$ cat config.mk
export PLATFORM = sky130hd
export DESIGN_NAME = reg_file
export DESIGN_NICKNAME = d
export VERILOG_FILES = /design/src/rtl/rv_pkg.sv /design/src/rtl/reg_file.sv
export SDC_FILE = /design/constraint.sdc
export NUM_CORES = 1
export LEC_CHECK = 0
export ABC_AREA = 1
export ABC_CLOCK_PERIOD_IN_PS = 5400
export BUFFER_PORTS_ARGS = -buffer_cell sky130_fd_sc_hd__buf_2
export CAP_MARGIN = 20
export CORE_ASPECT_RATIO = 0.9
export CORE_MARGIN = 4
export CORE_UTILIZATION = 25
export CTS_CLUSTER_SIZE = 14
export DETAILED_ROUTE_END_ITERATION = 10
export GPL_ROUTABILITY_DRIVEN = 0
export PLACE_DENSITY = 0.36
export SETUP_SLACK_MARGIN = 0.05
export SLEW_MARGIN = 20
export SYNTH_ARGS = -nofsm -noshare
export SYNTH_HDL_FRONTEND = slang
export SYNTH_SLANG_ARGS = --single-unit
$ cat constraint.sdc
create_clock -name clk -period 5.4 [get_ports clk]
set_input_delay 0.27 -clock clk [delete_from_list [all_inputs] [get_ports clk]]
set_output_delay 0.27 -clock clk [all_outputs]
set_load 0.03 [all_outputs]
$ cat src/rtl/rv_pkg.sv
`default_nettype none

package rv_pkg;

    // ======================================================================
    // Widths and opcodes
    // ======================================================================
    parameter int xlen       = 32;
    parameter int reg_addr_w = 5;

    parameter logic [6:0] opcode_r     = 7'b0110011;
    parameter logic [6:0] opcode_i     = 7'b0010011;
    parameter logic [6:0] opcode_load  = 7'b0000011;
    parameter logic [6:0] opcode_store = 7'b0100011;

    // ALU operation encoding
    typedef enum logic [3:0] {
        alu_add = 4'd0,
        alu_sub = 4'd1,
        alu_and = 4'd2,
        alu_or  = 4'd3,
        alu_xor = 4'd4,
        alu_sll = 4'd5,
        alu_srl = 4'd6,
        alu_sra = 4'd7
    } alu_op_t;

    // ======================================================================
    // Stage payloads
    // ======================================================================

    // Decode to execute
    typedef struct packed {
        logic [xlen-1:0]       rs1_val;
        logic [xlen-1:0]       rs2_val;
        logic [xlen-1:0]       imm;
        logic [reg_addr_w-1:0] rd;
        alu_op_t               alu_op;
        logic                  alu_src;    // Immediate as operand b
        logic                  mem_read;
        logic                  mem_write;
        logic                  reg_write;
    } id_ex_t;

    // Execute to memory
    typedef struct packed {
        logic [xlen-1:0]       alu_result; // Also the memory address
        logic [xlen-1:0]       store_data;
        logic [reg_addr_w-1:0] rd;
        logic                  mem_read;
        logic                  mem_write;
        logic                  reg_write;
    } ex_mem_t;

    // Memory to writeback
    typedef struct packed {
        logic [xlen-1:0]       wb_data;
        logic [reg_addr_w-1:0] rd;
        logic                  reg_write;  // Already cleared for x0
    } mem_wb_t;

endpackage

`default_nettype wire

$ cat src/rtl/reg_file.sv
`default_nettype none

module reg_file (
    input  logic                          clk,
    input  logic [rv_pkg::reg_addr_w-1:0] rs1_addr,
    input  logic [rv_pkg::reg_addr_w-1:0] rs2_addr,
    input  logic                          we,
    input  logic [rv_pkg::reg_addr_w-1:0] wr_addr,
    input  logic [rv_pkg::xlen-1:0]       wr_data,
    output logic [rv_pkg::xlen-1:0]       rs1_data,
    output logic [rv_pkg::xlen-1:0]       rs2_data
);

    logic [rv_pkg::xlen-1:0] regs [2**rv_pkg::reg_addr_w];

    always_ff @(posedge clk) begin
        if (we) begin
            regs[wr_addr] <= wr_data;
        end
    end

    // x0 reads zero, same-cycle write is bypassed to decode
    always_comb begin
        if (rs1_addr == '0) begin
            rs1_data = '0;
        end else if (we && wr_addr == rs1_addr) begin
            rs1_data = wr_data;
        end else begin
            rs1_data = regs[rs1_addr];
        end
        if (rs2_addr == '0) begin
            rs2_data = '0;
        end else if (we && wr_addr == rs2_addr) begin
            rs2_data = wr_data;
        end else begin
            rs2_data = regs[rs2_addr];
        end
    end

    // Memory stage drops reg_write for x0, so no write ever targets it
    a_no_x0_write: assert property (@(posedge clk) !(we && wr_addr == '0));

endmodule

`default_nettype wire

==> run_results.csv, run 1 <==
group,metric,value,unit
run_status,status,"finished clean",
synthesis,post_synth_instance_area,0.0536,mm^2
cells_and_area,layout_common_cells,"nand2_1 (1678), nand3_1 (1044), edfxtp_1 (1024), inv_1 (547), nor2_1 (393)",
cts,clock_sinks,1024,
global_routing,antenna_found_initial,25,
global_routing,grt_pass1_wl,330000,um
synthesis,syn_inst,6125,
global_routing,grt.overflow.total,0,
timing,fmax,274,MHz
detailed_routing,routed_wl,235000,um
power_and_ir_drop,power_density,314,mW/mm^2
cells_and_area,fillerInstances,22427,
synthesis,synth.net_count,6174,
cts,clockBufferDepth,3,
cts,cts_tree,"done",
power_and_ir_drop,p_leak,23.5,nW
cells_and_area,top_regs,"regs (1024)",
synthesis,ys_types,26,
floorplan,initial_core_util,25.3,%
worst_setup_path,crit_start,"rs2_addr[1]",
synthesis,syn_avg_cell_area,8.75,um^2
timing,rsz0062_at_grt,"no",
cells_and_area,drive_above_1_share,8.28,%
timing,min_period,3.65,ns
timing,worst_pin_slew,1.11,ns
cells_and_area,top_register,"regs",
power_and_ir_drop,peakVddDrop,0.000268,V
synthesis,synth-seq-cells,1024,
worst_setup_path,cp-start-kind,"input port",
timing,finalSetupViolCount,0,
floorplan,dieHeight,447,um
detailed_routing,drc,0,
cts,cts_resized,0,
detailed_routing,drt-pass1-iter-count,6,
synthesis,seq_area_frac_synth,57.4,%
global_routing,grt_usage,20.7,%
floorplan,die_area,0.222,mm^2
synthesis,ys_async_sr_fraction,0,%
min_path,hold_path_class,"in -> reg",
worst_setup_path,critical_path_class,"in -> out",
cells_and_area,seq_area,0.0307,mm^2
floorplan,core_area,0.212,mm^2
floorplan,die-width,496,um
worst_setup_path,crit_arrival,3.38,ns
placed_design,hpwlAfterDp,129000,um
timing,slew-limit-headroom,25.8,%
detailed_routing,wl_per_cell,26.2,um
cells_and_area,multi_input_area,0.0188,mm^2
global_routing,grt_max_degree,174,
detailed_routing,via_per_inst,4.95,
cells_and_area,nets,6096,
timing,hold_viol,0,
cts,htree_num_levels,3,
placed_design,pre_cts_ws,1.68,ns
worst_setup_path,critPathCaptureType,"output pin",
worst_setup_path,crit_fanout,70,
synthesis,ys.flop_type,"edfxtp_1",
timing,finalSetupTns,0,ns
detailed_routing,final_antenna_net_count,0,
timing,slew_viol_final,0,
cts,clkTransAtPathRegs,0.06,ns
cells_and_area,area_growth,13.5,%
synthesis,synth_edf_count,1024,
timing,layout_setup_ws,1.75,ns
synthesis,synth_warnings,0,
cells_and_area,largest_reg_flops,1024,
floorplan,ios,113,
cts,cts_made_buffers,121,
cells_and_area,final_common_cell,"nand2_1",
worst_setup_path,cp-endpoint,"rs2_data[16]",
detailed_routing,drtIter0Drc,4302,
global_routing,grt_pass1_vias,42878,
floorplan,row_count,160,
cts,clockRootBuffer,"clkbuf_16",
run,max_cap_violations,0,
placed_design,port_buffers,112,
detailed_routing,dr_total_vias,44448,
timing,fin_crit_sh,67.5,%
worst_setup_path,required,5.13,ns
-- final cells by class --
cell class | count | area share (%)
flip-flops and latches | 1024 | 50.5
multi-input cells | 4097 | 30.8
well taps | 2835 | 5.83
clock buffers | 162 | 5.30
inverters | 557 | 3.50
repair buffers | 246 | 3.17
clock inverters | 58 | 0.798
diodes | 5 | 0.0206
-- per-stage QoR --
stage	power [mW]	instances	hold slack [ns]	utilization [%]	instance area [um^2]
after global placement	11.3	8755	0.851	26.9	57000
after floorplan	10.3	6125	0.369	-	53600
after global routing	19.9	8982	0.0279	28.7	60800
after detailed placement	11.3	8758	0.850	26.9	57100
final	19.1	8984	0.0521	28.7	60800
after CTS	19.3	8979	0.00146	28.7	60800
-- per-layer routing --
layer / GRT usage, % / vias to the layer above / routed length, um
met4: 5.80 / 6 / 6340
met1: 28.7 / 22143 / 108000
li1: - / 20594 / -
met5: 0 / - / 41
met3: 2.50 / 312 / 11400
met2: 34.0 / 1393 / 110000
-- logic make-up after synthesis --
logic type,Yosys count,share of synthesized area (%)
buffers and inverters,1004,8.14
AND/OR/NAND/NOR,3215,25.3
flip-flops,1024,57.4
XOR/XNOR,2,0.0327
AO/OA/AOI/OAI,880,9.16
-- worst min path at each step --
stage / start / endpoint / slack [ns] / cells after the start
global route: wr_data[8] / regs[25][8] / 0.03 / 2
CTS: wr_data[8] / regs[25][8] / 0.001 / 2
global placement: wr_data[8] / regs[25][8] / 0.85 / 2
detailed placement: wr_data[7] / regs[25][7] / 0.85 / 2
floorplan: wr_data[0] / regs[0][0] / 0.37 / 0
finish: wr_data[18] / regs[28][18] / 0.05 / 1
-- critical path: stages --
cell and delay, ns:
clkbuf_8 0.33, inv_8 0.64, buf_4 0.59, nand3_1 0.14
nand3_1 0.10, nand3_1 0.11, nand3_1 0.15, nand2_1 0.09
a21oi_1 0.51, buf_2 0.31
-- repair_timing --
action,in CTS,in global routing
hold buffers,1,0
hold endpoints to repair,1,0
setup buffers,0,0
-- report_power, final --
| group | internal (mW) | switching, mW |
|---|---|---|
| clock network | 4.48 | 3.52 |
| logic | 0.527 | 1.70 |
| registers | 8.85 | 0.0318 |
| total | 13.9 | 5.25 |
-- cells in the mapped netlist (31+ instances only) --
cell / number / area (um^2)
o21ai_1: 64 / 320
nand3_1: 1044 / 5230
a21oi_1: 261 / 1310
buf_2: 218 / 1090
buf_4: 33 / 248
inv_1: 550 / 2060
buf_1: 31 / 116
nor2_1: 427 / 1600
nand2_1: 1678 / 6300
or2_2: 59 / 369
edfxtp_1: 1024 / 30700
clkbuf_1: 138 / 518
o211ai_1: 197 / 1480
o21ai_0: 352 / 1760
(Power assumes the default switching activity.)
==> run 2: changes to the inputs <==
- ABC_CLOCK_PERIOD_IN_PS: 5400 -> 3800
- clock period: 5.4 -> 3.8 ns (I/O delays scaled with it)
==> run 2 against run 1 <==
  * Worst hold slack worse by 0.021 ns
  * Highest routed layer is now met4
  * Combinational power up 45%
  * Routed wire length up 0.55%
  * Critical path type unchanged
  * Utilization up 0.38 points
  * Flip-flop and latch count unchanged
==> run_results.csv, run 2 (synthesis gave the netlist of run 1 again) <==
group,metric,value,unit
cells_and_area,top_regs,"regs (1024)",
detailed_routing,drtIter0Drc,4260,
cts,cts_tree,"done",
run_status,status,"finished clean",
detailed_routing,final_antenna_net_count,0,
cells_and_area,largest_reg_flops,1024,
detailed_routing,wl_per_cell,26.1,um
worst_setup_path,crit_arrival,3.01,ns
min_path,hold_path_class,"in -> reg",
detailed_routing,via_per_inst,4.96,
global_routing,grt_pass1_wl,331000,um
cells_and_area,drive_above_1_share,8.98,%
floorplan,core_area,0.212,mm^2
timing,holdWs,0.0315,ns
worst_setup_path,slowest_delay,0.48,ns
cells_and_area,fillerInstances,22425,
min_path,min_path_cells,1,
power_and_ir_drop,p_leak,23.9,nW
cts,clockRootBuffer,"clkbuf_16",
floorplan,ios,113,
power_and_ir_drop,power_density,450,mW/mm^2
placed_design,hpwlAfterDp,133000,um
timing,finalSetupTns,0,ns
floorplan,row_count,160,
placed_design,placed_cell_area,0.0576,mm^2
power_and_ir_drop,peakVddDrop,0.000313,V
timing,slew_viol_final,0,
cells_and_area,final_common_cell,"nand2_1",
cells_and_area,layout_common_cells,"nand2_1 (1678), nand3_1 (1044), edfxtp_1 (1024), inv_1 (547), nor2_1 (393)",
global_routing,grt.overflow.total,0,
timing,worst_pin_slew,1.06,ns
global_routing,grt_max_degree,137,
timing,min_period,3.20,ns
worst_setup_path,crit_fanout,28,
cts,cts_made_buffers,121,
worst_setup_path,critical_path.slowest_cell,"buf_4",
cells_and_area,final_area,0.0616,mm^2
worst_setup_path,crit_chain,"buf_4 > clkinv_2 > o22ai_1 > a21oi_1 > nand3_4 > buf_4 > o21ai_0 > a21oi_1 > buf_2",
cells_and_area,nets,6149,
cells_and_area,top_register,"regs",
worst_setup_path,cp-start-kind,"input port",
global_routing,grt_pass1_vias,42419,
cts,clock_sinks,1024,
detailed_routing,dr_total_vias,44805,
cts,clkTransAtPathRegs,0.06,ns
timing,slew-limit-headroom,29.4,%
cells_and_area,area_growth,15.0,%
timing,fmax,313,MHz
floorplan,initial_core_util,25.3,%
worst_setup_path,critical_path_class,"in -> out",
placed_design,port_buffers,112,
cts,clockBufferDepth,3,
global_routing,antenna_found_initial,17,
detailed_routing,drt-pass1-iter-count,6,
timing,finalSetupViolCount,0,
timing,rsz0062_at_grt,"no",
floorplan,die-width,496,um
run,max_cap_violations,0,
cts,htree_num_levels,3,
detailed_routing,drc,0,
placed_design,pre_cts_ws,0.639,ns
detailed_routing,routed_wl,236000,um
min_path,whs_endpoint,"regs[27][22]",
timing,fin_crit_sh,84.1,%
timing,layout_setup_ws,0.602,ns
worst_setup_path,required,3.61,ns
floorplan,die_area,0.222,mm^2
floorplan,dieHeight,447,um
cts,post_cts_buffers,0,
worst_setup_path,crit_start,"rs2_addr[4]",
min_path,worstHoldStart,"wr_data[22]",
timing,hold_viol,0,
worst_setup_path,critPathCaptureType,"output pin",
global_routing,grt_usage,20.7,%
==> run 2: cell types whose count changed in the layout (fill, tap and decap cells not counted), sizes merged <==
cell	delta
buf	+38
clkbuf	-17
dlygate4sd3	+15
clkinv	+9
bufinv	+8
inv	+3
==> run 2: stage by stage <==
| stage | utilization, % | power [mW] | instances |
|---|---|---|---|
| CTS | 29.0 | 28.1 | 9035 |
| global route | 29.0 | 28.8 | 9037 |
| global placement | 27.1 | 16.1 | 8796 |
| finish | 29.0 | 27.8 | 9040 |
| floorplan | - | 14.7 | 6125 |
| detailed placement | 27.1 | 16.1 | 8796 |
==> run 2: critical path: cells and delay by family <==
family	cells	cell delay, ns
buffers and inverters	4	1.54
AOI/OAI and AO/OA	4	0.85
and+or+nand+nor	1	0.34
==> run 2: per-layer routing <==
| layer | share of wire (%) | global-route usage, % |
|---|---|---|
| met5 | 0 | 0 |
| met4 | 2.7 | 5.51 |
| met3 | 5.3 | 2.40 |
| met2 | 46 | 33.7 |
| met1 | 46 | 29.2 |
==> run 2: final cells by class <==
class / count / area [um^2] / area share (%)
Clock inverter: 78 / 776 / 1.26
Timing Repair Buffer: 299 / 2550 / 4.14
Sequential cell: 1024 / 30700 / 49.9
Tap cell: 2835 / 3550 / 5.76
Antenna cell: 5 / 12.5 / 0.0203
Multi-Input combinational cell: 4097 / 18800 / 30.4
Clock buffer: 145 / 3120 / 5.06
Inverter: 557 / 2130 / 3.45
==> run 2: worst max-delay path by stage <==
stage                   endpoint  slack [ns]  cells past startpoint
floorplan            regs[16][0]        1.42                      4
detailed placement  rs2_data[16]        0.64                      9
finish              rs2_data[16]        0.60                      9
CTS                 rs2_data[16]        0.64                      9
global route         rs1_data[1]        0.50                      9
global placement     rs1_data[1]        0.64                      7
==> run 2: what timing repair did <==
| action | in CTS | in global routing |
|---|---|---|
| endpoints found under the hold margin | 424 | 0 |
| hold buffers | 16 | 0 |
| resized for setup | 0 | 0 |
==> run 2: where the power goes <==
part | leakage, nW | switching, mW | internal [mW]
clock network | 1.91 | 5.09 | 6.82
logic | 12.8 | 2.43 | 0.800
registers | 9.22 | 0.0454 | 12.6
total | 23.9 | 7.57 | 20.2
