`config.mk`:
```
export PLATFORM = sky130hd
export DESIGN_NAME = decode_control
export DESIGN_NICKNAME = d
export VERILOG_FILES = /design/src/rtl/rv_pkg.sv /design/src/rtl/decode_control.sv
export SDC_FILE = /design/constraint.sdc
export NUM_CORES = 1
export LEC_CHECK = 0
export BUFFER_PORTS_ARGS = -buffer_cell sky130_fd_sc_hd__buf_2
export CAP_MARGIN = 5
export CORE_AREA = 2 2 85 87
export DETAILED_ROUTE_END_ITERATION = 10
export DIE_AREA = 0 0 87 89
export SLEW_MARGIN = 20
export SYNTH_ARGS = -nofsm -noshare
export SYNTH_HDL_FRONTEND = slang
export SYNTH_SLANG_ARGS = --single-unit
```
`constraint.sdc`:
```
create_clock -name vclk -period 4.5
set_input_delay 0.9 -clock vclk [all_inputs]
set_output_delay 0.9 -clock vclk [all_outputs]
set_load 0.005 [all_outputs]
```
`src/rtl/rv_pkg.sv`:
```
`default_nettype none

package rv_pkg;

    // ======================================================================
    // Widths and opcodes
    // ======================================================================
    parameter int xlen       = 32;
    parameter int reg_addr_w = 5;

    parameter logic [6:0] opcode_r     = 7'b0110011;
    parameter logic [6:0] opcode_i     = 7'b0010011;
    parameter logic [6:0] opcode_load  = 7'b0000011;
    parameter logic [6:0] opcode_store = 7'b0100011;

    // ALU operation encoding
    typedef enum logic [3:0] {
        alu_add = 4'd0,
        alu_sub = 4'd1,
        alu_and = 4'd2,
        alu_or  = 4'd3,
        alu_xor = 4'd4,
        alu_sll = 4'd5,
        alu_srl = 4'd6,
        alu_sra = 4'd7
    } alu_op_t;

    // ======================================================================
    // Stage payloads
    // ======================================================================

    // Decode to execute
    typedef struct packed {
        logic [xlen-1:0]       rs1_val;
        logic [xlen-1:0]       rs2_val;
        logic [xlen-1:0]       imm;
        logic [reg_addr_w-1:0] rd;
        alu_op_t               alu_op;
        logic                  alu_src;    // Immediate as operand b
        logic                  mem_read;
        logic                  mem_write;
        logic                  reg_write;
    } id_ex_t;

    // Execute to memory
    typedef struct packed {
        logic [xlen-1:0]       alu_result; // Also the memory address
        logic [xlen-1:0]       store_data;
        logic [reg_addr_w-1:0] rd;
        logic                  mem_read;
        logic                  mem_write;
        logic                  reg_write;
    } ex_mem_t;

    // Memory to writeback
    typedef struct packed {
        logic [xlen-1:0]       wb_data;
        logic [reg_addr_w-1:0] rd;
        logic                  reg_write;  // Already cleared for x0
    } mem_wb_t;

endpackage

`default_nettype wire

```
`src/rtl/decode_control.sv`:
```
`default_nettype none

module decode_control (
    input  logic                          clk,
    input  logic                          reset_n,
    input  logic                          in_valid,
    input  logic [rv_pkg::xlen-1:0]       instr,
    input  logic [rv_pkg::xlen-1:0]       rs1_data,
    input  logic [rv_pkg::xlen-1:0]       rs2_data,
    output logic [rv_pkg::reg_addr_w-1:0] rs1_addr,
    output logic [rv_pkg::reg_addr_w-1:0] rs2_addr,
    output logic                          out_valid,
    output rv_pkg::id_ex_t                out
);

    localparam logic [2:0] funct3_word = 3'b010;     // LW and SW
    localparam logic [6:0] funct7_base = 7'b0000000;
    localparam logic [6:0] funct7_alt  = 7'b0100000; // SUB, SRA, SRAI

    logic [6:0]              opcode;
    logic [2:0]              funct3;
    logic [6:0]              funct7;
    logic [rv_pkg::xlen-1:0] imm_i;
    logic [rv_pkg::xlen-1:0] imm_s;
    logic                    is_imm;
    logic                    supported;

    assign opcode   = instr[6:0];
    assign funct3   = instr[14:12];
    assign funct7   = instr[31:25];
    assign rs1_addr = instr[19:15];
    assign rs2_addr = instr[24:20];
    assign is_imm   = (opcode == rv_pkg::opcode_i);

    // Sign-extended immediates
    assign imm_i = {{(rv_pkg::xlen-12){instr[31]}}, instr[31:20]};
    assign imm_s = {{(rv_pkg::xlen-12){instr[31]}}, instr[31:25], instr[11:7]};

    always_comb begin
        supported     = 1'b0;
        out.rs1_val   = rs1_data;
        out.rs2_val   = rs2_data;
        out.imm       = imm_i;
        out.rd        = instr[11:7];
        out.alu_op    = rv_pkg::alu_add;
        out.alu_src   = 1'b0;
        out.mem_read  = 1'b0;
        out.mem_write = 1'b0;
        out.reg_write = 1'b0;
        case (opcode)
            rv_pkg::opcode_r, rv_pkg::opcode_i: begin
                out.reg_write = 1'b1;
                out.alu_src   = is_imm;
                // funct7 only matters for R-type and the immediate shifts
                case (funct3)
                    3'b000: begin
                        if (is_imm || funct7 == funct7_base) begin
                            supported = 1'b1;
                        end else if (funct7 == funct7_alt) begin
                            supported  = 1'b1;
                            out.alu_op = rv_pkg::alu_sub;
                        end
                    end
                    3'b001: begin
                        supported  = (funct7 == funct7_base);
                        out.alu_op = rv_pkg::alu_sll;
                    end
                    3'b100: begin
                        supported  = is_imm || (funct7 == funct7_base);
                        out.alu_op = rv_pkg::alu_xor;
                    end
                    3'b101: begin
                        supported  = (funct7 == funct7_base) || (funct7 == funct7_alt);
                        out.alu_op = (funct7 == funct7_alt) ? rv_pkg::alu_sra
                                                            : rv_pkg::alu_srl;
                    end
                    3'b110: begin
                        supported  = is_imm || (funct7 == funct7_base);
                        out.alu_op = rv_pkg::alu_or;
                    end
                    3'b111: begin
                        supported  = is_imm || (funct7 == funct7_base);
                        out.alu_op = rv_pkg::alu_and;
                    end
                    default: supported = 1'b0;        // SLT, SLTU
                endcase
            end
            rv_pkg::opcode_load: begin
                supported     = (funct3 == funct3_word);
                out.alu_src   = 1'b1;
                out.mem_read  = 1'b1;
                out.reg_write = 1'b1;
            end
            rv_pkg::opcode_store: begin
                supported     = (funct3 == funct3_word);
                out.imm       = imm_s;
                out.alu_src   = 1'b1;
                out.mem_write = 1'b1;
            end
            default: supported = 1'b0;                // Becomes a bubble
        endcase
    end

    assign out_valid = in_valid && supported;

    // A live slot coming out of the fetch register is fully driven
    a_instr_known: assert property (@(posedge clk) disable iff (!reset_n)
        in_valid |-> !$isunknown(instr));

endmodule

`default_nettype wire

```
==> results of run 1 <==
-- per-layer routing --
layer,global-route usage,part of all wire
met5,0,0
met4,0.0156,0.010
met3,0.0194,0.11
met2,0.0729,0.55
met1,0.0498,0.33
-- synth_stat cells (all sizes together) --
cell type,instances,area share
nand3,1,0.0045
nor2b,1,0.0056
nand2,4,0.020
a2bb2oi,1,0.0078
o31ai,1,0.0067
o21ai,1,0.0045
nand2b,2,0.011
mux2,6,0.077
o211ai,1,0.0067
nand4b,1,0.0078
nor4b,1,0.021
nor3,3,0.018
nor3b,1,0.0067
conb,1,0.0033
buf,107,0.71
a32oi,1,0.0078
a21oi,4,0.018
nor2,6,0.020
inv,2,0.0067
o22ai,1,0.0056
and3,2,0.017
or4,1,0.010
-- final cells by class --
class	count	area share
Multi-Input combinational cell	40	0.386
Tap cell	80	0.123
Inverter	2	0.00926
Timing Repair Buffer	78	0.481
-- worst paths after layout --
check         start        end  cells after the start
max       instr[28]  out_valid                      6
min    rs1_data[26]   out[103]                      0
-- metrics by stage --
stage               hold slack (ns)   util  setup WS, ns  power (mW)  instances
finish                         1.80  0.121          1.41      0.0552        200
global route                   1.80  0.121          1.27      0.0611        200
CTS                            1.80  0.121          1.34      0.0561        200
detailed placement             1.80  0.121          1.33      0.0558        200
global placement               1.80  0.121          1.34      0.0550        200
floorplan                      1.83      -          1.74      0.0891        149
-- cells in the final DEF (no fill, tap or decap) --
master / n
o211ai_1: 1
and3_4: 1
a2bb2oi_1: 1
and3_2: 1
nor2_1: 6
or4_4: 1
mux2_4: 5
nor2b_1: 1
nor4b_4: 1
nor3_1: 2
buf_2: 78
a32oi_1: 1
nand3_1: 1
nand2_4: 1
nand4b_1: 1
nand2_1: 3
inv_1: 2
nand2b_1: 2
nor3_2: 1
nor3b_1: 1
o31ai_1: 1
conb_1: 1
o22ai_1: 1
a21oi_1: 4
o21ai_0: 1
mux2_2: 1
-- cell families (layout without fill, tap and decap cells) --
| kind of cell | after synthesis | after routing | share of synthesized area |
|---|---|---|---|
| compound gates | 10 | 10 | 0.0568 |
| mux | 6 | 6 | 0.0768 |
| buf+inv | 109 | 80 | 0.722 |
| simple gates | 23 | 23 | 0.141 |
| other cells | 1 | 1 | 0.00334 |
-- power groups by stage --
stage / Clock, mW / Combinational (mW) / Sequential (mW)
floorplan: 0 / 0.0891 / 0
global placement: 0 / 0.0550 / 0
detailed placement: 0 / 0.0558 / 0
CTS: 0 / 0.0561 / 0
global route: 0 / 0.0611 / 0
finish: 0 / 0.0552 / 0
-- critical path, stage by stage --
cell and delay [ns]:
buf_2 0.10, or4_4 0.52, nor3_2 0.23, a32oi_1 0.14, o22ai_1 0.16, buf_2 0.14
==> flow_summary.json, run 1 <==
{
  "grt_pass1_wl_um": 2700,
  "num_rows": 30,
  "boundaryPins": 219,
  "via_per_inst": 3.18,
  "nNetsFinal": 221,
  "regArea_um2": 0,
  "die_h_um": 89,
  "grt_start_max_net_pins": 23,
  "cp.arrival_ns": 2.19,
  "peakVddDrop_mv": 0.0152,
  "multi_input_area_um2": 313,
  "cts_hold_buffers": 0,
  "hold_class": "input port to output port",
  "placed_area_um2": 811,
  "p_int_mw": 0.0293,
  "power.leakage_nw": 0.459,
  "antenna_found_initial": 0,
  "design.seq.count": 0,
  "critical_path_class": "input port to output port",
  "fin_crit_sh": 0.686,
  "die-area_mm2": 0.00774,
  "final_area_um2": 811,
  "postCtsResizedCells": 0,
  "synthesis.nets": 248,
  "port_buffers": 78,
  "first_pass_iters": 4,
  "drtIter0Drc": 12,
  "netlist-cell-type-count": 26,
  "hold_viol_final": 0,
  "drive_gt1_frac": 0.750,
  "fillers": 777,
  "fmax_mhz": 324,
  "crit_fanout": 3,
  "max_cap_violations": 0,
  "rsz0062_at_grt": "false",
  "switching_share": 0.468,
  "vias": 635,
  "wire_per_inst_um": 11.1,
  "routed_wirelength_um": 2230,
  "fin_setup_tns_ns": 0,
  "gr-total-overflow": 0,
  "period_needed_ns": 3.09,
  "status": "complete, no violations",
  "power.density_mw_per_mm2": 68.0,
  "yosysWarnings": 0,
  "critPathCaptureType": "output port",
  "seq_power_share": 0,
  "fp.dieW_um": 87,
  "p_switching_mw": 0.0258,
  "core_region_area_mm2": 0.00672,
  "combPwrFrac": 1.000,
  "diodes": 0,
  "power_frac_clock": 0,
  "hpwl_um": 2000,
  "syn_inst": 149,
  "synth.avg_cell_area_um2": 7.54,
  "synth.yosys.seq_area_share": 0,
  "nClkBuffers": 0,
  "grt_pass1_vias": 535,
  "cp.required_ns": 3.60,
  "initial_core_util": 0.167,
  "synth_area_mm2": 0.00112,
  "setup_viol": 0,
  "worstSetupStartpointType": "input port",
  "globalplace.congestion": 0.602,
  "grt_usage": 0.0438,
  "maxSlewViolCount": 0,
  "area_growth_pct": -27.8,
  "route.detailed.drc": 0,
  "ant_nets": 0,
  "post_cts_buffers": 0
}
Power figures use the tool's default switching activity.
==> inputs of run 2 (changes only) <==
clock period = 2.6 ns   (was 4.5 ns; I/O delays follow)
==> run 2 against run 1 <==
Die area unchanged. Global-route usage is 0.25 points higher. First-iteration DRC count unchanged. Design area rose by 0.93%. Non-clock buffer count rose by 1. Final cell count is 0.50% higher. Utilization is 0.11 points higher. Setup slack got worse by 1.1 ns. Sequential share of layout area unchanged. Wire length rose by 3.6%. Total power up 76%. Critical endpoint unchanged. Largest power group unchanged.
==> flow_summary.json, run 2 (same netlist as run 1, synthesis figures left out) <==
{
  "status": "complete, no violations",
  "final_common_cell": "buf_2",
  "grt_pass1_wl_um": 2880,
  "multi_input_area_um2": 313,
  "core_region_area_mm2": 0.00672,
  "rsz0062_at_grt": "false",
  "port_buffers": 78,
  "cts_hold_buffers": 0,
  "gr-total-overflow": 0,
  "fmax_mhz": 429,
  "grt_start_max_net_pins": 22,
  "nNetsFinal": 222,
  "setup_viol": 0,
  "routed_wirelength_um": 2310,
  "cp.arrival_ns": 1.81,
  "drive_gt1_frac": 0.752,
  "power.total_mw": 0.0973,
  "min_to": "out[103]",
  "fillers": 775,
  "postCtsResizedCells": 0,
  "drtIter0Drc": 12,
  "critPathCaptureType": "output port",
  "die_h_um": 89,
  "diodes": 0,
  "grt_usage": 0.0463,
  "grt_pass1_vias": 533,
  "initial_core_util": 0.167,
  "regArea_um2": 0,
  "via_per_inst": 3.16,
  "vias": 635,
  "nClkBuffers": 0,
  "maxSlewViolCount": 0,
  "antenna_found_initial": 0,
  "die-area_mm2": 0.00774,
  "boundaryPins": 219,
  "hold_depth": 0,
  "wire_per_inst_um": 11.5,
  "max_cap_violations": 0,
  "crit_fanout": 3,
  "power.density_mw_per_mm2": 119,
  "hold_viol_final": 0,
  "area_growth_pct": -27.2,
  "design.seq.count": 0,
  "globalplace.congestion": 0.597,
  "fin_crit_sh": 0.897,
  "peakVddDrop_mv": 0.0283,
  "worstSetupStartpointType": "input port",
  "final_cell_mix": "buf_2, nor2_1, mux2_4, a21oi_1, nand2_1",
  "num_rows": 30,
  "fp.dieW_um": 87,
  "hpwl_um": 2070,
  "first_pass_iters": 4,
  "min_from": "rs1_data[26]",
  "post_cts_buffers": 0,
  "ant_nets": 0,
  "route.detailed.drc": 0,
  "power.leakage_nw": 0.464,
  "hold_class": "input port to output port",
  "fin_setup_tns_ns": 0,
  "cp.required_ns": 2.08,
  "period_needed_ns": 2.33,
  "critical_path_class": "input port to output port"
}
==> run 2: through the flow <==
step           instance area, um2  worst slack [ns]  cells  utilization  hold WS (ns)
5_1_grt                       818             0.133    201        0.122          1.04
6_report                      818             0.269    201        0.122          1.04
2_1_floorplan                1120             0.602    149            -          1.07
4_1_cts                       818             0.202    201        0.122          1.04
3_5_place_dp                  818             0.205    201        0.122          1.04
3_3_place_gp                  818             0.208    201        0.122          1.04
==> run 2: per-layer routing <==
metal  vias up  part of all wire  GRT usage
met5         -                 0          0
met4         0             0.010     0.0156
met3         6              0.11     0.0185
met2        32              0.55     0.0812
met1       282              0.33     0.0509
li1        315                 -          -
==> run 2: worst max path at each step <==
stage | from | endpoint | slack, ns | cells after the start
after floorplan | instr[28] | out_valid | 0.60 | 4
after global placement | instr[28] | out_valid | 0.21 | 6
after detailed placement | instr[28] | out_valid | 0.21 | 6
after CTS | instr[28] | out_valid | 0.20 | 6
after global routing | instr[28] | out_valid | 0.13 | 6
final | instr[28] | out_valid | 0.27 | 6
==> run 2: where the power goes <==
group          switching [mW]  total, mW  internal, mW
clock                       0          0             0
combinational          0.0454     0.0973        0.0519
sequential                  0          0             0
total                  0.0454     0.0973        0.0519
==> run 2: cell type report <==
cell class	count	share of cell area
Timing Repair Buffer	79	0.486
Inverter	2	0.00917
Multi-Input combinational cell	40	0.382
Tap cell	80	0.122
==> run 2: critical path: stages <==
cell and delay, ns:
buf_2 0.10, or4_4 0.52, nor3_2 0.23, a32oi_1 0.14
o22ai_1 0.15, buf_2 0.14
==> inputs of run 3 (changes only) <==
ABC_AREA = 1   (was unset)
CORE_AREA = 2 2 84 86   (was 2 2 85 87)
DIE_AREA = 0 0 86 88   (was 0 0 87 89)
==> run 3 against run 2 <==
Die area decreased by 2.3%. Count of clock-buffer cells in the layout did not move. Synthesized area up 2.1%. Largest power group unchanged. Non-clock buffer count shrank 1. Via count increased by 24%. Utilization grew 0.38 points. Synthesized cell count is 21% higher. Setup slack better by 0.25 ns. Wire length grew 15%. Global-route usage up 0.90 points. Highest routed layer unchanged. Total power shrank 5.3%.
==> flow_summary.json, run 3 <==
{
  "synth_area_leaders": "buf_4, nand2_1, inv_1",
  "crit_path_top_delay_cell": "nor3_4",
  "synth-compound-area-share": 0.0393,
  "switching_share": 0.512,
  "yosys.area_share.adder": 0,
  "yosysTopAreaCellShare": 0.700,
  "power_frac_clock": 0,
  "design.seq.count": 0,
  "critical_path_class": "input port to output port",
  "yosysWarnings": 0,
  "boundaryPins": 219,
  "hold_class": "input port to output port",
  "combPwrFrac": 1.000,
  "netlist-cell-type-count": 20,
  "synth_top_cell_by_area": "buf_4",
  "initial_core_util": 0.173,
  "ant_nets": 0,
  "critPathCaptureType": "output port",
  "peakVddDrop_mv": 0.0351,
  "grt_start_max_net_pins": 24,
  "diodes": 0,
  "wire_per_inst_um": 11.5,
  "fin_setup_tns_ns": 0,
  "period_needed_ns": 2.09,
  "die_h_um": 88,
  "die-area_mm2": 0.00757,
  "syn_inst": 181,
  "synth_common_cells": "buf_4, nand2_1, inv_1",
  "cp.required_ns": 2.08,
  "synth.avg_cell_area_um2": 6.34,
  "crit_fanout": 3,
  "rsz0062_at_grt": "false",
  "synth.yosys.seq_area_share": 0,
  "synth_top_family_by_area": "buffers and inverters",
  "regArea_um2": 0,
  "nNetsFinal": 253,
  "postCtsResizedCells": 0,
  "cp.arrival_ns": 1.57,
  "routed_wirelength_um": 2660,
  "p_int_mw": 0.0450,
  "synth_area_mm2": 0.00115,
  "nClkBuffers": 0,
  "power.density_mw_per_mm2": 110,
  "grt_pass1_wl_um": 3320,
  "synth_xor_area_frac": 0,
  "gr-total-overflow": 0,
  "post_cts_buffers": 0,
  "via_per_inst": 3.41,
  "vias": 790,
  "critical-path-max-stage-delay_ns": 0.21,
  "grt_usage": 0.0553,
  "antenna_found_initial": 0,
  "port_buffers": 78,
  "fp.dieW_um": 86,
  "first_pass_iters": 4,
  "maxSlewViolCount": 0,
  "fmax_mhz": 479,
  "final_cell_mix": "buf_2, nand2_1, inv_1, nor2_1, nand3_1",
  "route.detailed.drc": 0,
  "seq_power_share": 0,
  "yosysMostFrequentCell": "buf_4",
  "placed_area_um2": 835,
  "grt_pass1_vias": 628,
  "area_growth_pct": -27.3,
  "max_cap_violations": 0,
  "fillers": 777,
  "setup_viol": 0,
  "core_region_area_mm2": 0.00664,
  "drtIter0Drc": 33,
  "path_common_cell": "buf_2",
  "final_common_cell": "buf_2",
  "num_rows": 30,
  "final_area_um2": 835,
  "globalplace.congestion": 0.647,
  "synthesis.nets": 280,
  "synth_mux_area_frac": 0,
  "cts_hold_buffers": 0,
  "status": "complete, no violations",
  "hpwl_um": 2420,
  "synth-simple-area-share": 0.214,
  "worstSetupStartpointType": "input port",
  "path_cells": "buf_2 > inv_1 > nand2_1 > nor2_2 > inv_2 > nor3_4 > nand4_1 > a21oi_2 > buf_2",
  "power.leakage_nw": 0.528,
  "drive_gt1_frac": 0.559,
  "fin_crit_sh": 0.802,
  "hold_viol_final": 0,
  "p_switching_mw": 0.0471
}
## run 3: kinds of logic (layout without fill, tap and decap cells)
group           count (synthesis)  in the layout
buf+inv                       119             90
simple gates                   54             54
compound gates                  7              7
other cells                     1              1
## run 3: final timing paths
path    startpoint  slack (ns)        end  cells past startpoint
max       instr[2]        0.51  out_valid                      9
min   rs1_data[27]        1.04   out[104]                      0
## run 3: power by group through the flow
stage / Sequential [mW] / Combinational [mW] / Clock, mW
2_1_floorplan: 0 / 0.154 / 0
3_3_place_gp: 0 / 0.0923 / 0
3_5_place_dp: 0 / 0.0930 / 0
4_1_cts: 0 / 0.0935 / 0
5_1_grt: 0 / 0.103 / 0
6_report: 0 / 0.0921 / 0
## run 3: worst max-delay path, delay by kind of cell
kind | cells | cell delay (ns)
AOI/OAI and AO/OA | 1 | 0.15
buffers and inverters | 4 | 0.32
and+or+nand+nor | 4 | 0.57
## run 3: per-stage QoR
step / std cells / power, mW / utilization / hold slack [ns] / setup slack [ns]
after floorplan: 181 / 0.154 / - / 1.07 / 0.852
after global placement: 232 / 0.0923 / 0.126 / 1.04 / 0.473
after detailed placement: 232 / 0.0930 / 0.126 / 1.04 / 0.467
after CTS: 232 / 0.0935 / 0.126 / 1.04 / 0.464
after global routing: 232 / 0.103 / 0.126 / 1.04 / 0.340
final: 232 / 0.0921 / 0.126 / 1.04 / 0.514
## run 3: cell type report
cell class | instances | area, um2 | area share
Timing Repair Buffer | 78 | 390 | 0.468
Multi-Input combinational cell | 62 | 294 | 0.352
Inverter | 12 | 50.0 | 0.0600
Tap cell | 80 | 100 | 0.120
## run 3: layer usage
metal  part of all wire  wire length (um)  GRT usage
met1               0.34               894     0.0597
met4              0.078               206     0.0519
met5                  0                 0          0
met3               0.16               414     0.0330
met2               0.43              1140     0.0740
