<file path="src/rtl/stage_reg.sv">
`default_nettype none

module stage_reg #(
    parameter type payload_t = logic [31:0]
) (
    input  logic     clk,
    input  logic     reset_n,
    input  logic     in_valid,
    input  payload_t in,
    output logic     out_valid,
    output payload_t out
);

    // Valid flag, cleared on reset
    always_ff @(posedge clk or negedge reset_n) begin
        if (!reset_n) begin
            out_valid <= 1'b0;
        end else begin
            out_valid <= in_valid;
        end
    end

    // Payload follows every cycle
    always_ff @(posedge clk) begin
        out <= in;
    end

endmodule

`default_nettype wire

</file>
<file path="config.mk">
export PLATFORM = sky130hd
export DESIGN_NAME = stage_reg
export DESIGN_NICKNAME = d
export VERILOG_FILES = /design/src/rtl/stage_reg.sv
export SDC_FILE = /design/constraint.sdc
export NUM_CORES = 1
export LEC_CHECK = 0
export BUFFER_PORTS_ARGS = -buffer_cell sky130_fd_sc_hd__buf_2
export CORE_MARGIN = 5
export CORE_UTILIZATION = 29
export DETAILED_ROUTE_END_ITERATION = 8
export PLACE_DENSITY = 0.79
export SYNTH_ARGS = -nofsm -noshare
export SYNTH_HDL_FRONTEND = slang
export SYNTH_SLANG_ARGS = --single-unit
</file>
<file path="constraint.sdc">
create_clock -name clk -period 0.8 [get_ports clk]
set_clock_uncertainty 0.2 [all_clocks]
set_input_delay 0.08 -clock clk [delete_from_list [all_inputs] [get_ports clk]]
set_output_delay 0.08 -clock clk [all_outputs]
set_load 0.02 [all_outputs]
</file>
==> load_flow_metrics.sql, run 1 <==
INSERT INTO impl_metrics (metric_group, metric, value, unit) VALUES
('clock_tree', 'cell_at_the_root_of_the_clock_tree', 'clkbuf_4', ''),
('final_layout', 'multi_input_cells', '0', ''),
('clock_tree', 'cts_tree', 'done', ''),
('sta', 'final_hold_viol_count', '1', ''),
('detailed_routing', 'vias_per_cell', '3.88', ''),
('yosys', 'netlist-cell-type-count', '2', ''),
('placement', 'placement.io_buffers', '67', ''),
('sta', 'max-slew-margin-rel', '0.938', ''),
('floorplan', 'die-area', '3350', 'µm²'),
('yosys', 'synth_seq_area_share', '1.00', ''),
('placement', 'routabilityCongestion', '0.592', ''),
('clock_tree', 'htree_levels', '2', ''),
('yosys', 'syn-num-nets', '68', ''),
('detailed_routing', 'drt_iter0_drc', '3', ''),
('sta', 'max_clock_freq', '898', 'MHz'),
('final_layout', 'antennaDiodeCount', '0', ''),
('detailed_routing', 'mean_routed_wirelength_per_cell', '12.0', 'µm'),
('placement', 'post-place-ws', '0.0193', 'ns'),
('yosys', 'ys_ff_latch', '33', ''),
('job', 'max-cap-violations', '0', ''),
('setup_path', 'cp_required', '0.52', 'ns'),
('floorplan', 'die_h', '57.9', 'µm'),
('final_layout', 'fin_nets', '176', ''),
('setup_path', 'crit_type', 'register to primary output', ''),
('detailed_routing', 'totalWireLength', '2040', 'µm'),
('power', 'irDropWorstVdd', '1810', 'µV'),
('sta', 'hold-worst-slack', '-0.133', 'ns'),
('final_layout', 'mostFrequentLayoutCells', '34 x dlygate4sd3_1, 34 x buf_2, 33 x buf_6, 32 x dfxtp_2, 5 x clkbuf_4', ''),
('sta', 'timing.final.crit_share', '1.39', ''),
('detailed_routing', 'ant_nets', '0', ''),
('setup_path', 'cp_top_family', 'flip-flops', ''),
('worst_hold_path', 'hold_path_class', 'input port to asynchronous set/reset pin', ''),
('yosys', 'yosys.area.top_type_share', '0.962', ''),
('detailed_routing', 'drt-pass1-iter-count', '2', ''),
('floorplan', 'io_pins', '68', ''),
('setup_path', 'worst_path_largest_cell_delay', '0.38', 'ns'),
('clock_tree', 'numClockSinks', '33', ''),
('floorplan', 'fp-row-count', '17', ''),
('yosys', 'post_synth_inst_count', '33', ''),
('setup_path', 'critPathMaxFanout', '1', ''),
('clock_tree', 'cts_hold_repair_buffers', '34', ''),
('power', 'static-leakage-power', '0.000803', 'µW'),
('grt', 'grt_max_degree', '11', ''),
('final_layout', 'fraction_of_final_layout_cells_with_drive_strength_greater_than_1', '0.746', ''),
('setup_path', 'cp.arrival', '0.83', 'ns'),
('yosys', 'synth.largest_area_cell', 'dfxtp_1', ''),
('setup_path', 'cp_cell_sequence', 'buf_6', ''),
('floorplan', 'initial_utilization', '0.301', ''),
('final_layout', 'multiInputGateArea', '0', 'µm²'),
('yosys', 'biggest_area_contributors_in_the_synthesized_netlist', 'dfxtp_1 96%, dfrtp_1 3.8%', ''),
('setup_path', 'cp.buffers_inverters', '1', ''),
('grt', 'grt_pass1_vias', '765', ''),
('sta', 'final_max_slew_viols', '0', ''),
('sta', 'grt_setup_unrepaired', 'true', ''),
('grt', 'gr-usage-all-layers', '0.142', ''),
('clock_tree', 'clk_path_buf_depth', '2', ''),
('setup_path', 'crit_path_top_delay_cell', 'dfrtp_1', ''),
('placement', 'dp_hpwl', '1240', 'µm'),
('floorplan', 'design.core.area', '2210', 'µm²'),
('detailed_routing', 'num_vias', '659', ''),
('power', 'powerDensity', '2070', 'nW/µm²'),
('sta', 'post-route-min-period', '1.11', 'ns'),
('grt', 'grt_remaining_overflow', '0', ''),
('clock_tree', 'tritoncts.num_buffers', '5', ''),
('setup_path', 'critical_path.endpoint_type', 'primary output', ''),
('yosys', 'yosysWarnings', '0', ''),
('grt', 'grt_first_pass_wirelength', '3380', 'µm'),
('setup_path', 'startpoint_type', 'register', ''),
('grt', 'grt_antenna_before_repair', '0', ''),
('yosys', 'synth_area', '666', 'µm²'),
('yosys', 'avgSynthCellArea', '20.2', 'µm²'),
('run_status', 'failed_checks', 'hold timing, setup timing', ''),
('final_layout', 'post-route-util', '0.772', ''),
('sta', 'setup-violations-final', '33', ''),
('run_status', 'run_status', 'complete, but fails checks', ''),
('sta', 'tightest_slew', '0.0937', 'ns'),
('final_layout', 'area_delta_synth_final', '157', '%'),
('clock_tree', 'clk_transition_reported_paths', '0.09', 'ns'),
('sta', 'final.setup.worst_slack', '-0.314', 'ns'),
('detailed_routing', 'detail_route.drc_violations', '0', ''),
('floorplan', 'chipWidth', '57.9', 'µm');
[kinds of logic (layout without fill, tap and decap cells)]
logic type | count (synthesis) | count (layout) | synth area share
flops | 33 | 33 | 1.00
buf+inv | 0 | 109 | 0
[synth_stat cells]
library cell   n
dfxtp_1       32
dfrtp_1        1
[repair_timing]
action,CTS,global route
gates resized for setup,98,0
hold endpoints to repair,34,1
endpoints found under the setup margin,33,33
cloned,0,0
buffers inserted,0,0
[worst paths after layout]
path                             end  cells after the start      start
max in group asynchronous  out_valid                      2    reset_n
worst min-delay path       out_valid                      2    reset_n
min in group clk             out[19]                      2     in[19]
worst max-delay path       out_valid                      1  out_valid
[layer usage]
metal,GRT usage,share of wire,routed length (µm)
met1,0.118,0.27,552
met2,0.250,0.54,1110
met3,0.0913,0.14,293
met4,0.0828,0.040,82
met5,0,0,0
[final cells by class]
| class | instances | area [µm²] |
|---|---|---|
| Clock buffer | 7 | 55.1 |
| Fill cell | 159 | 504 |
| Timing Repair Buffer | 101 | 882 |
| Sequential cell | 33 | 706 |
| Clock inverter | 1 | 30.0 |
| Tap cell | 28 | 35.0 |
[power breakdown]
group	total (µW)	switching [µW]	internal, µW
sequential	1790	39.0	1750
combinational	512	188	324
clock	1240	496	746
[per-stage QoR]
step	area (µm²)	power, µW	std cells	setup TNS [ns]
3_3_place_gp	1040	2060	128	0
6_report	1710	3540	170	-8.12
5_1_grt	1710	3730	170	-9.77
4_1_cts	1710	3590	170	-8.81
2_1_floorplan	666	1910	33	0
3_5_place_dp	1040	2070	128	0
[registers in the layout (all words and copies together), names as in the netlist]
register / flops
out_valid: 1
out: 32
(Power assumes the default switching activity.)
==> run 2: changes to the inputs <==
--- a/config.mk
+++ b/config.mk
@@ -9,6 +9,7 @@
 export CORE_MARGIN = 5
 export CORE_UTILIZATION = 29
 export DETAILED_ROUTE_END_ITERATION = 8
+export MAX_ROUTING_LAYER = met4
 export PLACE_DENSITY = 0.79
 export SYNTH_ARGS = -nofsm -noshare
 export SYNTH_HDL_FRONTEND = slang
==> load_flow_metrics.sql, run 2 (same netlist as run 1, synthesis figures left out) <==
INSERT INTO impl_metrics (metric_group, metric, value, unit) VALUES
('clock_tree', 'tritoncts.num_buffers', '5', ''),
('power', 'powerDensity', '2080', 'nW/µm²'),
('floorplan', 'die_h', '57.9', 'µm'),
('placement', 'placement.io_buffers', '67', ''),
('final_layout', 'mostFrequentLayoutCells', '34 x dlygate4sd3_1, 34 x buf_2, 33 x buf_6, 32 x dfxtp_2, 5 x clkbuf_4', ''),
('detailed_routing', 'detail_route.drc_violations', '0', ''),
('detailed_routing', 'met1_length', '618', 'µm'),
('final_layout', 'multi_input_cells', '0', ''),
('power', 'power.internal', '2820', 'µW'),
('final_layout', 'area_delta_synth_final', '157', '%'),
('clock_tree', 'clk_transition_reported_paths', '0.09', 'ns'),
('sta', 'max-slew-margin-rel', '0.935', ''),
('detailed_routing', 'top_layer', 'met4', ''),
('detailed_routing', 'drt_iter0_drc', '3', ''),
('power', 'p_sw', '728', 'µW'),
('grt', 'grt_pass1_vias', '769', ''),
('detailed_routing', 'wl_met2', '1100', 'µm'),
('run_status', 'run_status', 'complete, but fails checks', ''),
('sta', 'hold-worst-slack', '-0.133', 'ns'),
('sta', 'final_hold_viol_count', '1', ''),
('detailed_routing', 'num_vias', '658', ''),
('power', 'static-leakage-power', '0.000803', 'µW'),
('grt', 'grt_antenna_before_repair', '0', ''),
('setup_path', 'cp_top_family', 'flip-flops', ''),
('detailed_routing', 'mean_routed_wirelength_per_cell', '12.0', 'µm'),
('floorplan', 'chipWidth', '57.9', 'µm'),
('clock_tree', 'postCtsSetupRepairBufs', '0', ''),
('floorplan', 'io_pins', '68', ''),
('sta', 'tightest_slew', '0.0971', 'ns'),
('detailed_routing', 'drt-pass1-iter-count', '2', ''),
('detailed_routing', 'totalWireLength', '2050', 'µm'),
('clock_tree', 'cell_at_the_root_of_the_clock_tree', 'clkbuf_4', ''),
('setup_path', 'startpoint_type', 'register', ''),
('sta', 'grt_setup_unrepaired', 'true', ''),
('clock_tree', 'cts_tree', 'done', ''),
('final_layout', 'largest_register_ff_count', '32', ''),
('final_layout', 'post-route-util', '0.772', ''),
('sta', 'final.setup.worst_slack', '-0.314', 'ns'),
('sta', 'timing.final.crit_share', '1.39', ''),
('placement', 'placed_cell_area', '1040', 'µm²'),
('job', 'max-cap-violations', '0', ''),
('setup_path', 'crit_type', 'register to primary output', ''),
('grt', 'gr-usage-all-layers', '0.146', ''),
('sta', 'setup-violations-final', '33', ''),
('grt', 'grt_max_degree', '11', ''),
('grt', 'grt_remaining_overflow', '0', ''),
('power', 'combPwrFrac', '0.144', ''),
('clock_tree', 'numClockSinks', '33', ''),
('final_layout', 'regArea', '706', 'µm²'),
('floorplan', 'design.core.area', '2210', 'µm²'),
('power', 'irDropWorstVdd', '1810', 'µV'),
('setup_path', 'critPathMaxFanout', '1', ''),
('final_layout', 'reg_top3', 'out: 32 flops, out_valid: 1 flops', ''),
('sta', 'post-route-min-period', '1.11', 'ns'),
('final_layout', 'fin_nets', '176', ''),
('setup_path', 'crit_path_top_delay_cell', 'dfrtp_1', ''),
('detailed_routing', 'vias_per_cell', '3.87', ''),
('power', 'netSwitchingFraction', '0.205', ''),
('sta', 'max_clock_freq', '898', 'MHz'),
('clock_tree', 'clk_path_buf_depth', '2', ''),
('sta', 'final_max_slew_viols', '0', ''),
('setup_path', 'cp_required', '0.52', 'ns'),
('power', 'share_of_total_power_in_the_clock_network', '0.352', ''),
('clock_tree', 'htree_levels', '2', ''),
('detailed_routing', 'ant_nets', '0', ''),
('setup_path', 'cp_cell_sequence', 'buf_6', ''),
('power', 'power_frac_seq', '0.504', ''),
('clock_tree', 'cts_hold_repair_buffers', '34', ''),
('final_layout', 'multiInputGateArea', '0', 'µm²'),
('run_status', 'failed_checks', 'hold timing, setup timing', ''),
('placement', 'routabilityCongestion', '0.596', ''),
('setup_path', 'cp.buffers_inverters', '1', ''),
('final_layout', 'stdcell_area', '1710', 'µm²'),
('floorplan', 'die-area', '3350', 'µm²'),
('floorplan', 'fp-row-count', '17', ''),
('setup_path', 'cp.arrival', '0.83', 'ns'),
('worst_hold_path', 'hold_path_class', 'input port to asynchronous set/reset pin', ''),
('floorplan', 'initial_utilization', '0.301', ''),
('final_layout', 'fraction_of_final_layout_cells_with_drive_strength_greater_than_1', '0.746', ''),
('placement', 'dp_hpwl', '1240', 'µm'),
('final_layout', 'antennaDiodeCount', '0', ''),
('final_layout', 'max_flop_register', 'out', ''),
('setup_path', 'worst_path_largest_cell_delay', '0.38', 'ns'),
('grt', 'grt_first_pass_wirelength', '3370', 'µm'),
('setup_path', 'critical_path.endpoint_type', 'primary output', ''),
('final_layout', 'nFillCells', '159', ''),
('detailed_routing', 'met3WireLength', '243', 'µm');
==> run 2: what timing repair did <==
| item | CTS | global route |
|---|---|---|
| cloned | 0 | 0 |
| setup endpoints to repair | 33 | 33 |
| pin swaps | 0 | 0 |
| gates resized for setup | 98 | 0 |
| endpoints found under the hold margin | 34 | 1 |
==> run 2: cell type report <==
| cell class | instances | area share |
|---|---|---|
| clock inverter | 1 | 0.0176 |
| timing repair buffer | 101 | 0.516 |
| clock buffer | 7 | 0.0322 |
| sequential | 33 | 0.413 |
| tap | 28 | 0.0205 |
==> run 2: power by group through the flow <==
stage          combinational [µW]  sequential (µW)  clock [µW]
2_1_floorplan                   0             1910           0
3_3_place_gp                  276             1780           0
3_5_place_dp                  280             1790           0
4_1_cts                       510             1790        1290
5_1_grt                       543             1800        1380
6_report                      512             1790        1250
==> run 2: path summary, 6_finish.rpt <==
| path | start | to | slack (ns) | cells after the start |
|---|---|---|---|---|
| min in group clk | in[9] | out[9] | 0.18 | 2 |
| max in group asynchronous | reset_n | out_valid | 0.45 | 2 |
| max | out_valid | out_valid | -0.31 | 1 |
| min | reset_n | out_valid | -0.13 | 2 |
==> run 2: routing by layer <==
metal / up-vias / track usage
met4: 0 / 0.0828
met5: - / -
met1: 286 / 0.128
li1: 316 / -
met2: 46 / 0.250
met3: 10 / 0.0757
==> run 2: per-stage QoR <==
stage	TNS, ns	cells	setup slack [ns]	power (µW)	hold WS, ns
after floorplan	0	33	0.104	1910	-0.416
after global placement	0	128	0.0304	2060	-0.345
after detailed placement	0	128	0.0193	2070	-0.342
after CTS	-8.81	170	-0.349	3590	-0.181
after global routing	-9.77	170	-0.362	3730	-0.143
final	-8.16	170	-0.314	3550	-0.133
==> run 3: changes to the inputs <==
--- a/config.mk
+++ b/config.mk
@@ -11,6 +11,7 @@
 export DETAILED_ROUTE_END_ITERATION = 8
 export MAX_ROUTING_LAYER = met4
 export PLACE_DENSITY = 0.79
+export RECOVER_POWER = 100
 export SYNTH_ARGS = -nofsm -noshare
 export SYNTH_HDL_FRONTEND = slang
 export SYNTH_SLANG_ARGS = --single-unit
==> load_flow_metrics.sql, run 3 (same netlist as run 1, synthesis figures left out) <==
INSERT INTO impl_metrics (metric_group, metric, value, unit) VALUES
('final_layout', 'fin_nets', '176', ''),
('grt', 'grt_antenna_before_repair', '0', ''),
('setup_path', 'cp_top_family', 'flip-flops', ''),
('setup_path', 'cp_cell_sequence', 'buf_6', ''),
('final_layout', 'nFillCells', '158', ''),
('job', 'max-cap-violations', '0', ''),
('clock_tree', 'numClockSinks', '33', ''),
('power', 'power_frac_seq', '0.504', ''),
('grt', 'grt_pass1_vias', '769', ''),
('clock_tree', 'cell_at_the_root_of_the_clock_tree', 'clkbuf_4', ''),
('floorplan', 'die-area', '3350', 'µm²'),
('final_layout', 'largest_register_ff_count', '32', ''),
('sta', 'tightest_slew', '0.0971', 'ns'),
('setup_path', 'critical_path.endpoint_type', 'primary output', ''),
('sta', 'setup-violations-final', '33', ''),
('power', 'share_of_total_power_in_the_clock_network', '0.352', ''),
('grt', 'grt_max_degree', '11', ''),
('clock_tree', 'cts_hold_repair_buffers', '34', ''),
('grt', 'grt_remaining_overflow', '0', ''),
('detailed_routing', 'detail_route.drc_violations', '0', ''),
('power', 'netSwitchingFraction', '0.206', ''),
('sta', 'max-slew-margin-rel', '0.935', ''),
('setup_path', 'startpoint_type', 'register', ''),
('power', 'p_sw', '729', 'µW'),
('sta', 'grt_setup_unrepaired', 'true', ''),
('run_status', 'failed_checks', 'hold timing, setup timing', ''),
('floorplan', 'io_pins', '68', ''),
('floorplan', 'design.core.area', '2210', 'µm²'),
('power', 'combPwrFrac', '0.144', ''),
('detailed_routing', 'vias_per_cell', '3.87', ''),
('setup_path', 'critPathMaxFanout', '1', ''),
('setup_path', 'cp_required', '0.52', 'ns'),
('placement', 'placed_cell_area', '1040', 'µm²'),
('placement', 'place_inst', '128', ''),
('clock_tree', 'clk_transition_reported_paths', '0.09', 'ns'),
('floorplan', 'chipWidth', '57.9', 'µm'),
('clock_tree', 'htree_levels', '2', ''),
('sta', 'final.setup.worst_slack', '-0.314', 'ns'),
('grt', 'grt_first_pass_wirelength', '3370', 'µm'),
('setup_path', 'cp.arrival', '0.83', 'ns'),
('final_layout', 'fraction_of_final_layout_cells_with_drive_strength_greater_than_1', '0.732', ''),
('setup_path', 'crit_path_top_delay_cell', 'dfrtp_1', ''),
('power', 'irDropWorstVdd', '1810', 'µV'),
('detailed_routing', 'mean_routed_wirelength_per_cell', '12.0', 'µm'),
('clock_tree', 'clk_path_buf_depth', '2', ''),
('clock_tree', 'tritoncts.num_buffers', '5', ''),
('grt', 'gr-usage-all-layers', '0.146', ''),
('final_layout', 'multiInputGateArea', '0', 'µm²'),
('sta', 'final_max_slew_viols', '0', ''),
('power', 'static-leakage-power', '0.000797', 'µW'),
('sta', 'max_clock_freq', '897', 'MHz'),
('detailed_routing', 'totalWireLength', '2050', 'µm'),
('placement', 'dp_hpwl', '1240', 'µm'),
('run_status', 'run_status', 'complete, but fails checks', ''),
('clock_tree', 'postCtsSetupRepairBufs', '0', ''),
('sta', 'hold-worst-slack', '-0.142', 'ns'),
('final_layout', 'stdcell_area', '1710', 'µm²'),
('floorplan', 'fp-row-count', '17', ''),
('final_layout', 'antennaDiodeCount', '0', ''),
('detailed_routing', 'drt-pass1-iter-count', '2', ''),
('placement', 'routabilityCongestion', '0.596', ''),
('final_layout', 'max_flop_register', 'out', ''),
('clock_tree', 'cts_tree', 'done', ''),
('floorplan', 'initial_utilization', '0.301', ''),
('final_layout', 'mostFrequentLayoutCell', 'dlygate4sd3_1', ''),
('setup_path', 'crit_type', 'register to primary output', ''),
('setup_path', 'cp.buffers_inverters', '1', ''),
('worst_hold_path', 'hold_path_class', 'input port to asynchronous set/reset pin', ''),
('detailed_routing', 'ant_nets', '0', ''),
('detailed_routing', 'num_vias', '658', ''),
('final_layout', 'mostFrequentLayoutCells', '34 x dlygate4sd3_1, 33 x buf_6, 32 x buf_2, 32 x dfxtp_2, 5 x clkbuf_4', ''),
('sta', 'timing.final.crit_share', '1.39', ''),
('power', 'powerDensity', '2080', 'nW/µm²'),
('setup_path', 'worst_path_largest_cell_delay', '0.38', 'ns'),
('final_layout', 'finish.cell_count_without_fillers', '170', ''),
('final_layout', 'reg_top3', 'out: 32 flops, out_valid: 1 flops', ''),
('placement', 'placement.io_buffers', '67', ''),
('power', 'power.internal', '2820', 'µW'),
('floorplan', 'die_h', '57.9', 'µm'),
('detailed_routing', 'drt_iter0_drc', '3', ''),
('final_layout', 'multi_input_cells', '0', ''),
('final_layout', 'area_delta_synth_final', '156', '%'),
('sta', 'final_hold_viol_count', '1', ''),
('sta', 'post-route-min-period', '1.11', 'ns');
-- run 3: layout make-up --
type / count / area [µm²] / share of cell area
clock buffer: 7 / 55.1 / 0.0323
clock inverter: 1 / 30.0 / 0.0176
sequential: 33 / 706 / 0.414
tap: 28 / 35.0 / 0.0205
timing repair buffer: 101 / 880 / 0.516
-- run 3: per-layer routing --
layer  vias up  GRT usage  share of wire
met4         0     0.0828          0.040
met5         -          -              0
met1       286      0.128           0.30
met3        10     0.0757           0.12
met2        46      0.250           0.54
li1        316          -              -
-- run 3: timing repair --
item,CTS,global route
hold endpoints to repair,34,1
endpoints found under the setup margin,33,33
gates resized for setup,98,0
gates cloned,0,0
-- run 3: through the flow --
step	TNS [ns]	total power [µW]	setup slack (ns)	utilization	hold WS, ns
floorplan	0	1910	0.104	-	-0.416
finish	-8.16	3550	-0.314	0.771	-0.142
global route	-9.77	3720	-0.362	0.771	-0.146
CTS	-8.81	3590	-0.349	0.772	-0.181
global placement	0	2060	0.0304	0.468	-0.345
detailed placement	0	2070	0.0193	0.468	-0.342
-- run 3: power by group through the flow --
stage	sequential, µW	combinational [µW]	clock [µW]
6_report	1790	511	1250
5_1_grt	1800	542	1380
2_1_floorplan	1910	0	0
4_1_cts	1790	510	1290
3_3_place_gp	1780	276	0
3_5_place_dp	1790	280	0
-- run 3: worst max-delay path by stage --
| stage | start | to | slack [ns] | cells past startpoint |
|---|---|---|---|---|
| detailed placement | out_valid | out_valid | 0.02 | 1 |
| global route | out_valid | out_valid | -0.36 | 1 |
| finish | out_valid | out_valid | -0.31 | 1 |
| global placement | out_valid | out_valid | 0.03 | 1 |
| floorplan | out_valid | out_valid | 0.10 | 0 |
| CTS | out_valid | out_valid | -0.35 | 1 |
